[config.mk]
export PLATFORM = sky130hd
export DESIGN_NAME = lineRasterizer_flat
export DESIGN_NICKNAME = d
export VERILOG_FILES = /design/src/drawCtrlPkg.sv /design/src/rasterGeomPkg.sv /design/src/pixelIf.sv /design/src/lineRasterizer.sv /design/src/flat_wrapper.sv
export SDC_FILE = /design/constraint.sdc
export NUM_CORES = 1
export LEC_CHECK = 0
export BUFFER_PORTS_ARGS = -buffer_cell sky130_fd_sc_hd__buf_2
export CAP_MARGIN = 20
export CELL_PAD_IN_SITES_DETAIL_PLACEMENT = 1
export CELL_PAD_IN_SITES_GLOBAL_PLACEMENT = 1
export CORE_MARGIN = 5
export CORE_UTILIZATION = 45
export CTS_CLUSTER_DIAMETER = 40
export CTS_CLUSTER_SIZE = 8
export DETAILED_ROUTE_END_ITERATION = 10
export PLACE_DENSITY_LB_ADDON = 0.1
export SLEW_MARGIN = 30
export SYNTH_ARGS = -nofsm -noshare
export SYNTH_HDL_FRONTEND = slang
export SYNTH_SLANG_ARGS = --single-unit
[constraint.sdc]
create_clock -name clk -period 5.6 [get_ports clk]
set_clock_uncertainty 0.1 [all_clocks]
set_input_delay 0.28 -clock clk [delete_from_list [all_inputs] [get_ports clk]]
set_output_delay 0.28 -clock clk [all_outputs]
set_load 0.1 [all_outputs]
[src/drawCtrlPkg.sv]
// Line engine control definitions
// Engine count of the subsystem and the engine FSM encoding

package drawCtrlPkg;

	// Engines sharing the one bitmap
	localparam int EngineCount = 2;

	// Engine FSM
	// rsIdle waits for start, rsTrace plots one pixel per clock,
	// rsFinish is the single done cycle
	typedef enum logic [1:0]
	{
		rsIdle   = 2'd0,
		rsTrace  = 2'd1,
		rsFinish = 2'd2
	} rasterState_t;

endpackage

[src/rasterGeomPkg.sv]
// Raster grid geometry
// Coordinate width default, axis step direction and grid edge helper,
// shared by the line engines, the bitmap and the testbench model

package rasterGeomPkg;

	// Default width of one coordinate, giving a 64 by 64 grid
	localparam int DefaultCoordBits = 6;

	// Direction of one step along a single axis
	typedef enum logic
	{
		stepNeg = 1'b0,
		stepPos = 1'b1
	} stepDir_t;

	// Number of pixels along one edge of the square grid
	function automatic int gridEdge(input int coordBits);
		return 1 << coordBits;
	endfunction

	// Direction from a start coordinate toward an end coordinate
	// (equal coordinates never step, so the choice there is free)
	function automatic stepDir_t stepToward(input int fromCoord, input int toCoord);
		stepDir_t dir;
		if (toCoord >= fromCoord)
			dir = stepPos;
		else
			dir = stepNeg;
		return dir;
	endfunction

endpackage
[src/pixelIf.sv]
// Pixel stream of one line engine
// One plot strobe per pixel with its position, plus the engine's
// busy level and done pulse

interface pixelIf
	import rasterGeomPkg::*;
#(
	parameter int CoordBits = DefaultCoordBits
)
();

	logic                 plot;
	logic [CoordBits-1:0] x;
	logic [CoordBits-1:0] y;
	logic                 busy;
	logic                 done;

	// Engine side
	modport source
	(
		output plot,
		output x,
		output y,
		output busy,
		output done
	);

	// Bitmap side, position only matters while plot is high
	modport sink
	(
		input plot,
		input x,
		input y
	);

endinterface

[src/lineRasterizer.sv]
// Bresenham line engine
// Captures two endpoints on start and traces the line between them,
// one pixel plot per clock, then pulses done for one cycle

module lineRasterizer
	import rasterGeomPkg::*;
	import drawCtrlPkg::*;
#(
	parameter int CoordBits = DefaultCoordBits
)
(
	input  logic                 clk,
	input  logic                 n_rst,
	input  logic                 start,
	input  logic [CoordBits-1:0] x0,
	input  logic [CoordBits-1:0] y0,
	input  logic [CoordBits-1:0] x1,
	input  logic [CoordBits-1:0] y1,
	pixelIf.source               pix
);

	// Two extra bits hold the sign and the overshoot of the error past one delta
	localparam int ErrBits = CoordBits + 2;

	rasterState_t state;

	logic [CoordBits-1:0] curX;
	logic [CoordBits-1:0] curY;
	logic [CoordBits-1:0] endX;
	logic [CoordBits-1:0] endY;
	logic [CoordBits-1:0] dx;
	logic [CoordBits-1:0] dy;
	logic [CoordBits-1:0] absDx;
	logic [CoordBits-1:0] absDy;
	stepDir_t             sx;
	stepDir_t             sy;

	logic signed [ErrBits-1:0] err;
	logic signed [ErrBits-1:0] errNext;
	logic signed [ErrBits:0]   err2;
	logic signed [ErrBits-1:0] dxS;
	logic signed [ErrBits-1:0] dyS;

	logic accept;
	logic atEnd;
	logic stepX;
	logic stepY;

	// Deltas of the incoming endpoint pair
	assign absDx = (x1 >= x0) ? x1 - x0 : x0 - x1;
	assign absDy = (y1 >= y0) ? y1 - y0 : y0 - y1;

	assign accept = (state == rsIdle) && start;
	assign atEnd  = (curX == endX) && (curY == endY);

	// Standard Bresenham decision on twice the error
	// Twice the error needs one bit more than the error register
	assign dxS   = $signed({2'b00, dx});
	assign dyS   = $signed({2'b00, dy});
	assign err2  = $signed({err, 1'b0});
	assign stepX = err2 > -dyS;
	assign stepY = err2 < dxS;

	always_comb
	begin
		errNext = err;
		if (stepX)
			errNext = errNext - dyS;
		if (stepY)
			errNext = errNext + dxS;
	end

	always_ff @(posedge clk, negedge n_rst)
	begin
		if (!n_rst)
			state <= rsIdle;
		else
		begin
			case (state)
				rsIdle:
				begin
					if (start)
						state <= rsTrace;
				end
				rsTrace:
				begin
					if (atEnd)
						state <= rsFinish;
				end
				rsFinish:
					state <= rsIdle;
				default:
					state <= rsIdle;
			endcase
		end
	end

	// Line datapath, loaded on an accepted start
	always_ff @(posedge clk)
	begin
		if (accept)
		begin
			curX <= x0;
			curY <= y0;
			endX <= x1;
			endY <= y1;
			dx   <= absDx;
			dy   <= absDy;
			sx   <= stepToward(int'(x0), int'(x1));
			sy   <= stepToward(int'(y0), int'(y1));
			err  <= $signed({2'b00, absDx}) - $signed({2'b00, absDy});
		end
		else if ((state == rsTrace) && !atEnd)
		begin
			// Diagonal moves take both branches in the same cycle
			if (stepX)
				curX <= (sx == stepPos) ? curX + 1'b1 : curX - 1'b1;
			if (stepY)
				curY <= (sy == stepPos) ? curY + 1'b1 : curY - 1'b1;
			err <= errNext;
		end
	end

	// Every trace cycle plots the current point
	assign pix.plot = (state == rsTrace);
	assign pix.busy = (state == rsTrace);
	assign pix.done = (state == rsFinish);
	assign pix.x    = curX;
	assign pix.y    = curY;

	// True when two coordinates are at most one apart, without wrapping
	function automatic logic axisStepOk(input logic [CoordBits-1:0] a,
		input logic [CoordBits-1:0] b);
		logic [CoordBits:0] wa;
		logic [CoordBits:0] wb;
		wa = a;
		wb = b;
		return (wa == wb) || (wa + 1'b1 == wb) || (wb + 1'b1 == wa);
	endfunction

	// The traced point never passes the endpoint on either axis
	noOvershoot: assert property (@(posedge clk) disable iff (!n_rst)
		pix.plot |->
			((sx == stepPos) ? (curX <= endX) : (curX >= endX)) &&
			((sy == stepPos) ? (curY <= endY) : (curY >= endY)))
		else $error("pixel (%0d,%0d) passed endpoint (%0d,%0d) in state %s",
			pix.x, pix.y, endX, endY, state.name());

	// Consecutive pixels of a line touch each other
	unitStep: assert property (@(posedge clk) disable iff (!n_rst)
		pix.plot && $past(pix.plot) |->
			axisStepOk(pix.x, $past(pix.x)) && axisStepOk(pix.y, $past(pix.y)))
		else $error("pixel jump to (%0d,%0d)", pix.x, pix.y);

endmodule

[src/flat_wrapper.sv]
// flat-port wrapper written by rule: the top's interface ports become plain ports
module lineRasterizer_flat import rasterGeomPkg::*; import drawCtrlPkg::*;
#(
	parameter int CoordBits = DefaultCoordBits
)
  (clk, n_rst, start, x0, y0, x1, y1, pix_plot, pix_x, pix_y, pix_busy, pix_done);
  pixelIf #(.CoordBits(CoordBits)) pix_i ();
  input  logic clk;
  input  logic n_rst;
  input  logic start;
  input  logic [CoordBits-1:0] x0;
  input  logic [CoordBits-1:0] y0;
  input  logic [CoordBits-1:0] x1;
  input  logic [CoordBits-1:0] y1;
  output wire logic [$bits(pix_i.plot)-1:0] pix_plot;
  output wire logic [$bits(pix_i.x)-1:0] pix_x;
  output wire logic [$bits(pix_i.y)-1:0] pix_y;
  output wire logic [$bits(pix_i.busy)-1:0] pix_busy;
  output wire logic [$bits(pix_i.done)-1:0] pix_done;
  assign pix_plot = pix_i.plot;
  assign pix_x = pix_i.x;
  assign pix_y = pix_i.y;
  assign pix_busy = pix_i.busy;
  assign pix_done = pix_i.done;
  lineRasterizer #(.CoordBits(CoordBits)) u_core (.clk(clk), .n_rst(n_rst), .start(start), .x0(x0), .y0(y0), .x1(x1), .y1(y1), .pix(pix_i));
endmodule
**Word level (Yosys, flattened, before mapping)**

Index checks and enable logic that the tools add are counted.

- Bits in registers: 48
- Bits of input ports: 27

- Add/sub/neg operators: 12
- Magnitude comparators: 6
- Equality and inequality tests: 6
- Multiplexer cells: 19
- Reductions and logical operators: 11

Operators with widths:

| cell | count |
|---|---|
| $mux W6 | 10 |
| $mux W8 | 4 |
| $ge A6 B6 Y1 | 4 |
| $sub A6 B6 Y6 | 4 |
| $add A6 B1 Y6 const B | 2 |
| $eq A6 B6 Y1 | 2 |
| $sub A6 B1 Y6 const B | 2 |
| $gt A9 B9 Y1 | 1 |
| $lt A9 B7 Y1 | 1 |
| $neg A6 Y9 | 1 |
| $add A8 B7 Y8 | 1 |
| $sub A8 B7 Y8 | 1 |
| $sub A6 B6 Y7 | 1 |
| $reduce_and A2 Y1 | 3 |
| $reduce_bool A2 Y1 | 3 |
| $mux W2 | 2 |
| $pmux W2 S2 | 1 |
| $logic_and A1 B1 Y1 | 3 |
| $eq A2 B1 Y1 const B | 1 |
| $eq A2 B2 Y1 const B | 1 |
| $logic_not A2 Y1 | 1 |
| $mux W1 | 2 |
| $ne A2 B1 Y1 const B | 1 |
| $ne A2 B2 Y1 const B | 1 |
| $logic_not A1 Y1 | 1 |

**Longest topological paths before layout**

Gate-level depths: netlist (run 1).

- Depth after elaboration: 7
- Mapped depth: 21
- Mapped depth without buffers: 20

**Worst setup path before layout (run 1)**

No wires, ideal clock.

- Path type: flip-flop to flip-flop
- From: register u_core.dy[2]
- To: register u_core.err[6], data pin
- Library setup time: 0.307 ns
- Data arrival time: 3.826 ns
- Slack: 1.366 ns
- Cell stages (with the launch flop): 21
- Buffers on the path: 1
- Path through: edfxtp_1 nor3_1 nand3_1 xnor2_1 ha_1 nand3_1 or4_1 o211ai_1 nand2_1 buf_6 nor2_1 a21oi_1 ha_1 fa_1 a21o_1 a21oi_1 nor2b_1 o21a_1 o21ai_0 xnor2_1 o21ai_0

- Cells in the longest elaborated chain, start to end: 7
- Elaborated cells between the ends (all ways): 8
- Those cells by class: add/sub (3); order compare (1); mux (4)

RTL lines:

| element | line | source |
|---|---|---|
| start: declaration | lineRasterizer.sv:32 | `logic [CoordBits-1:0] dy;` |
| start signal: assignment | lineRasterizer.sv:108 | `dy <= absDy;` |
| $neg A6 Y9 | lineRasterizer.sv:61 | `assign stepX = err2 > -dyS;` |
| $gt A9 B9 Y1 | lineRasterizer.sv:61 |  |
| $mux W8 * | lineRasterizer.sv:67 | `if (stepX)` |
| $add A8 B7 Y8 | lineRasterizer.sv:70 | `errNext = errNext + dxS;` |
| $mux W8 * | lineRasterizer.sv:69 | `if (stepY)` |
| $mux W8 * | lineRasterizer.sv:113 | `else if ((state == rsTrace) && !atEnd)` |
| $mux W8 * | lineRasterizer.sv:101 | `if (accept)` |
| end signal: assignment | lineRasterizer.sv:111 | `err <= $signed({2'b00, absDx}) - $signed({2'b00, absDy});` |
| end signal: assignment | lineRasterizer.sv:120 | `err <= errNext;` |
| end: declaration | lineRasterizer.sv:38 | `logic signed [ErrBits-1:0] err;` |

Every way passes the cells marked *; elsewhere a longest branch is shown, timed or not. The select of a mux whose other input is x is not followed.
A chain may end at the register's enable or synchronous reset.

**Worst setup path in the final report (run 1)**

Ends and elaborated chain as after synthesis.

==> flow_summary_export.csv, run 1 <==
group,metric,value,unit
outcome,status,"complete, no violations",
synthesis,netlist_instances,439,
run,cap_violations,0,
floorplan,dieWidth,108,um
critical_path,cp_top_family,"simple AND/OR/NAND/NOR gates",
timing,report.final.slew_viol_count,0,
synthesis,yosys.area.top_type_share,0.322,
critical_path,end_kind,"flop",
synthesis,async_flop_share,0.0417,
timing,tightest_slew,0.898,ns
cts,clockRootBuffer,"clkbuf_8",
synthesis,yosys_warnings,0,
critical_path,crit_chain,"nor3_1 > nand3_1 > xnor2_1 > ha_1 > nand3_1 > or4_1 > o211ai_1 > nand2_1 > nor2_1 > a21oi_1 > ha_1 > fa_1 > a21o_1 > a21oi_1 > nor2b_1 > o21a_1 > o21ai_0 > xnor2_1 > o21ai_0",
detailed_routing,wl,10200,um
timing,rsz0062_at_grt,"no",
synthesis,synthesis.nets,538,
critical_path,max_stage_delay,0.51,ns
power,peakVddDrop,0.114,mV
floorplan,coreArea,9280,sq um
cts,path_clk_slew,0.09,ns
detailed_routing,first_pass_iters,4,
timing,relSlewSlack,0.400,
placement,gp_congestion,0.857,
critical_path,cp_num_buf_inv,0,
cts,cts_tree,"built",
synthesis,synth_cell_types,45,
floorplan,die_height,108,um
detailed_routing,vias_per_cell,5.23,
floorplan,num_rows,35,
timing,hold_ws,0.0801,ns
floorplan,io_pins,42,
placement,dp_cells,605,
power,p_total,842,uW
floorplan,die_area,11600,sq um
cells_and_area,multi_input_comb_area,2610,sq um
placement,io_buffers,41,
critical_path,crit_type,"flop to flop",
detailed_routing,drtAntennaViolNets,0,
cts,htreeDepth,2,
critical_path,slowest_stage,"or4_1",
synthesis,synth-seq-cells,48,
synthesis,avgSynthCellArea,9.78,sq um
cells_and_area,drive_gt1_frac,0.134,
grt,grt_pass1_vias,3431,
cells_and_area,final_cells,614,
detailed_routing,wire_per_inst,16.7,um
timing,tns,0,ns
cts,cts_buffers,5,
synthesis,synth_top_flop_cell,"edfxtp_1",
detailed_routing,num_vias,3213,
cells_and_area,regArea,1430,sq um
timing,timing.fmax,0.211,GHz
cts,clock_path_buffers,2,
critical_path,cp.required,5.55,ns
grt,grt_start_max_net_pins,31,
timing,hold_viol,0,
synthesis,syn_area,4290,sq um
power,p_leak,2.19,nW
cts,postCtsSetupRepairBufs,0,
critical_path,critPathMaxFanout,11,
synthesis,synth_largest_area_cell,"edfxtp_1",
cells_and_area,fill_cells,1109,
detailed_routing,post-route-drc-count,0,
synthesis,ys_seq_area_frac,0.333,
critical_path,start_kind,"flop",
timing,period_minus_slack,4.74,ns
cells_and_area,final_nets,583,
detailed_routing,first_iter_violations,58,
critical_path,worst_ep_arrival_time,4.69,ns
grt,antenna_found_initial,0,
cts,clk_latency,0.30,ns
grt,gr-total-overflow,0,
cts,ctsResizeCount,0,
power,cellPowerDensity,178,nW/um^2
min_path,hp-class,"input pin to flop",
grt,grt_pass1_wl,17100,um
placement,dp_hpwl,8650,um
timing,setup_violations,0,
floorplan,initial_core_util,0.463,
synthesis,synthTopCellsByArea,"edfxtp_1 (32%), ha_1 (18%), xor2_1 (5.1%)",
timing,post-route-period-util,0.846,
grt,grtUsageTotal,0.187,
synthesis,synth_edf_count,46,
cts,cts.sinks,48,
cells_and_area,area_growth,10.5,%
cells_and_area,diodes,0,
power breakdown:
| part | switching [mW] | internal [mW] | total [mW] |
|---|---|---|---|
| logic | 0.125 | 0.104 | 0.229 |
| registers | 0 | 0.396 | 0.396 |
| clock network | 0.118 | 0.0989 | 0.217 |
metal layers:
layer  GRT usage  vias to the layer above  share of wire
met5           0                        -              0
met4      0.0280                        0         0.0072
met3      0.0216                        7          0.019
met2       0.342                       31           0.52
met1       0.239                     1562           0.46
li1            -                     1613              -
kinds of logic after synthesis:
group | Yosys count | share of synthesized area
compound gates | 97 | 0.141
xor+xnor | 48 | 0.0979
fa+ha+maj | 72 | 0.226
buf+inv | 64 | 0.0589
flops | 48 | 0.333
mux | 14 | 0.0364
simple gates | 96 | 0.107
state kept, by name, summed over array words and instances, names as in the netlist:
signal,flops
u_core.pix.y,6
u_core.endY,6
u_core.dx,6
u_core.endX,6
u_core.pix.x,6
u_core.sx,1
u_core.err,8
u_core.dy,6
u_core.sy,1
u_core.state,2
cell usage after synthesis, drive strengths merged (4+ instances only):
master,instances
nor2b,10
ha,63
a21o,12
nor2,28
a211oi,5
mux2,7
o211ai,5
fa,9
xnor2,23
inv,57
nand2,25
o21ai,31
nor3,6
nand4,4
a21oi,32
edfxtp,46
o21a,5
nand3,9
xor2,25
mux2i,7
area by class of cell:
cell class,count,area share
Clock inverter,2,0.00211
Inverter,58,0.0459
Timing Repair Buffer,44,0.0485
Clock buffer,6,0.0174
Tap cell,129,0.0340
Sequential cell,48,0.302
Multi-Input combinational cell,327,0.550
what timing repair did:
item | CTS | global route
hold endpoints to repair | 2 | 0
endpoints found under the setup margin | 0 | 0
hold buffers | 1 | 0
metrics by stage:
| stage | cell area, sq um | util | worst slack, ns |
|---|---|---|---|
| 5_1_grt | 4740 | 0.511 | 0.451 |
| 3_3_place_gp | 4640 | 0.500 | 1.05 |
| 4_1_cts | 4740 | 0.511 | 0.835 |
| 3_5_place_dp | 4640 | 0.500 | 0.837 |
| 2_1_floorplan | 4290 | - | 1.37 |
| 6_report | 4740 | 0.511 | 0.862 |
path summary, 6_finish.rpt:
path                            slack (ns)                     endpoint  depth (start not counted)                         from
worst max-delay path                  0.86      u_core.err[6]$_DFFE_PP_                         19       u_core.dy[2]$_DFFE_PP_
worst min register to register        0.38  u_core.state[1]$_DFFE_PN0P_                          1  u_core.state[1]$_DFFE_PN0P_
min in group asynchronous             0.19  u_core.state[0]$_DFFE_PN0P_                          2                        n_rst
worst max register to register        0.86      u_core.err[6]$_DFFE_PP_                         19       u_core.dy[2]$_DFFE_PP_
worst min-delay path                  0.08     u_core.endX[4]$_DFFE_PP_                          1                        x1[4]
max in group asynchronous             5.12  u_core.state[1]$_DFFE_PN0P_                          2                        n_rst
cell usage in the layout (no fill, tap or decap), types with 7 or more instances in the layout:
cell type / instances
mux2i_1: 7
xnor2_1: 23
xor2_1: 25
o21ai_0: 28
nor2_1: 28
inv_1: 57
buf_2: 41
nand3_1: 9
a21o_1: 12
nor2b_1: 10
a21oi_1: 31
nand2_1: 25
fa_1: 9
edfxtp_1: 46
ha_1: 63
No activity file was read; power rests on OpenSTA's default activity.
==> inputs of run 2 (changes only) <==
Settings changed: CORE_UTILIZATION 45 to 43.
Clock period 5.6 ns to 4.3 ns, I/O delays scaled along.
==> run 2 against run 1 <==
Effect of this change:
- final area is 7.5% higher
- setup slack worse by 0.69 ns
- clock power is 51% higher
- sequential power is 30% higher
- combinational power is 34% higher
- non-clock buffer count is 29 higher
- flip-flop and latch count stayed put
- sequential share of layout area is 2.1 points lower
- largest cell class unchanged
==> flow_summary_export.csv, run 2 (same netlist as run 1, synthesis figures left out) <==
group,metric,value,unit
cts,cts_buffers,5,
timing,hold_ws,0.0172,ns
cells_and_area,finish.instance_area,5100,sq um
timing,setup_violations,0,
timing,timing.fmax,0.242,GHz
timing,relSlewSlack,0.534,
grt,grt_start_max_net_pins,26,
timing,hold_viol,0,
placement,dp_hpwl,8900,um
placement,dp_cells,621,
cells_and_area,layout_commonest_cell,"ha_1",
cts,clk_latency,0.30,ns
grt,antenna_found_initial,0,
timing,tns,0,ns
timing,tightest_slew,0.695,ns
cells_and_area,drive_gt1_frac,0.220,
critical_path,slowest_stage,"or4_4",
power,peakVddDrop,0.117,mV
power,p_total,1.15,mW
detailed_routing,wl,11200,um
cts,path_clk_slew,0.09,ns
floorplan,initial_core_util,0.439,
critical_path,crit_top_cell,"buf_4",
cts,htreeDepth,2,
critical_path,crit_type,"flop to flop",
min_path,min_delay_path_depth,1,
timing,period_minus_slack,4.13,ns
floorplan,io_pins,42,
cts,cts_tree,"built",
detailed_routing,vias_per_cell,5.26,
placement,post_dp_cell_area,4740,sq um
timing,rsz0062_at_grt,"yes",
cts,clockRootBuffer,"clkbuf_8",
cts,cts.sinks,48,
cells_and_area,final_cells,647,
cells_and_area,fill_cells,1134,
cells_and_area,top_register,"u_core.err",
outcome,status,"complete, no violations",
critical_path,worst_ep_arrival_time,4.09,ns
run,cap_violations,0,
critical_path,r2r_cells,20,
floorplan,num_rows,36,
power,p_leak,2.34,nW
critical_path,max_stage_delay,0.41,ns
critical_path,crit_chain,"inv_2 > ha_4 > buf_4 > and3_1 > ha_1 > nand3_1 > or4_4 > o211ai_1 > nand2_2 > buf_6 > buf_4 > buf_4 > mux2_4 > ha_4 > o21a_1 > o21a_1 > o21ai_1 > nor2_1 > xnor2_1 > o21ai_1",
placement,io_buffers,41,
critical_path,start_kind,"flop",
cells_and_area,largest_reg_flops,8,
grt,grtUsageTotal,0.188,
critical_path,cp.required,4.26,ns
cells_and_area,diodes,0,
critical_path,end_kind,"flop",
grt,grt_pass1_vias,3646,
detailed_routing,first_iter_violations,102,
cells_and_area,most-common-layout-cells,"ha_1 (57), inv_1 (54), edfxtp_1 (46)",
detailed_routing,first_pass_iters,4,
floorplan,dieWidth,110,um
placement,gp_congestion,0.881,
cts,clock_path_buffers,2,
critical_path,critPathMaxFanout,4,
detailed_routing,wire_per_inst,17.2,um
cells_and_area,area_growth,18.8,%
cells_and_area,final_nets,612,
grt,gr-total-overflow,0,
detailed_routing,num_vias,3403,
floorplan,die_height,110,um
floorplan,coreArea,9770,sq um
detailed_routing,post-route-drc-count,0,
timing,post-route-period-util,0.960,
min_path,hp-class,"input pin to flop",
power,cellPowerDensity,225,nW/um^2
detailed_routing,drtAntennaViolNets,0,
floorplan,die_area,12100,sq um
timing,report.final.slew_viol_count,0,
grt,grt_pass1_wl,17600,um
==> run 2: changes by cell type in the layout (fill, tap and decap cells not counted), sizes merged <==
cell,previous run,this run
buf,43,71
bufinv,0,1
clkbuf,6,5
dlygate4sd3,1,2
==> run 2: path summary, 6_finish.rpt <==
kind / endpoint / from / slack [ns]
setup / recovery: u_core.err[7]$_DFFE_PP_ / u_core.dy[1]$_DFFE_PP_ / 0.17
hold / removal: u_core.endX[4]$_DFFE_PP_ / x1[4] / 0.02
setup reg to reg: u_core.err[7]$_DFFE_PP_ / u_core.dy[1]$_DFFE_PP_ / 0.17
hold reg to reg: u_core.state[1]$_DFFE_PN0P_ / u_core.state[1]$_DFFE_PN0P_ / 0.38
max in group asynchronous: u_core.state[1]$_DFFE_PN0P_ / n_rst / 3.87
min in group asynchronous: u_core.state[0]$_DFFE_PN0P_ / n_rst / 0.13
==> run 2: repair_timing <==
| item | CTS | global route |
|---|---|---|
| pin swaps | 1 | 19 |
| hold buffers | 2 | 0 |
| buffers inserted | 2 | 14 |
| resized for setup | 3 | 30 |
| endpoints found under the setup margin | 2 | 5 |
| hold endpoints to repair | 3 | 0 |
==> run 2: layer usage <==
metal | vias to the layer above | wire [um] | track usage
li1 | 1671 | - | -
met1 | 1669 | 4630 | 0.227
met2 | 49 | 6040 | 0.351
met3 | 14 | 247 | 0.0211
met4 | 0 | 230 | 0.0516
met5 | - | 0 | 0
==> run 2: area by class of cell <==
cell class | count | area [sq um] | area share
clock buffer | 5 | 68.8 | 0.0135
clock inverter | 3 | 37.5 | 0.00736
inverter | 58 | 218 | 0.0427
multi-input combinational | 327 | 2720 | 0.533
sequential | 48 | 1430 | 0.281
tap | 133 | 166 | 0.0326
timing repair buffer | 73 | 458 | 0.0898
==> run 2: power by group <==
group / switching, mW / internal (mW) / leakage [nW]
Clock: 0.157 / 0.170 / 0.0532
Sequential: 0 / 0.516 / 0.457
Combinational: 0.168 / 0.138 / 1.83
==> run 2: critical path, delay by kind of cell (launching register included) <==
family / cells / cell delay (ns)
compound gates: 5 / 0.58
xor+xnor: 1 / 0.13
fa+ha+maj: 3 / 0.78
buf+inv: 5 / 0.59
flops: 1 / 0.38
mux: 1 / 0.33
simple gates: 5 / 0.97
==> run 2: stage by stage <==
| stage | util | worst slack (ns) |
|---|---|---|
| after floorplan | - | 0.0662 |
| after global placement | 0.485 | 0.0399 |
| after detailed placement | 0.485 | -0.119 |
| after CTS | 0.500 | 0.00489 |
| after global routing | 0.522 | -0.0893 |
| final | 0.522 | 0.171 |
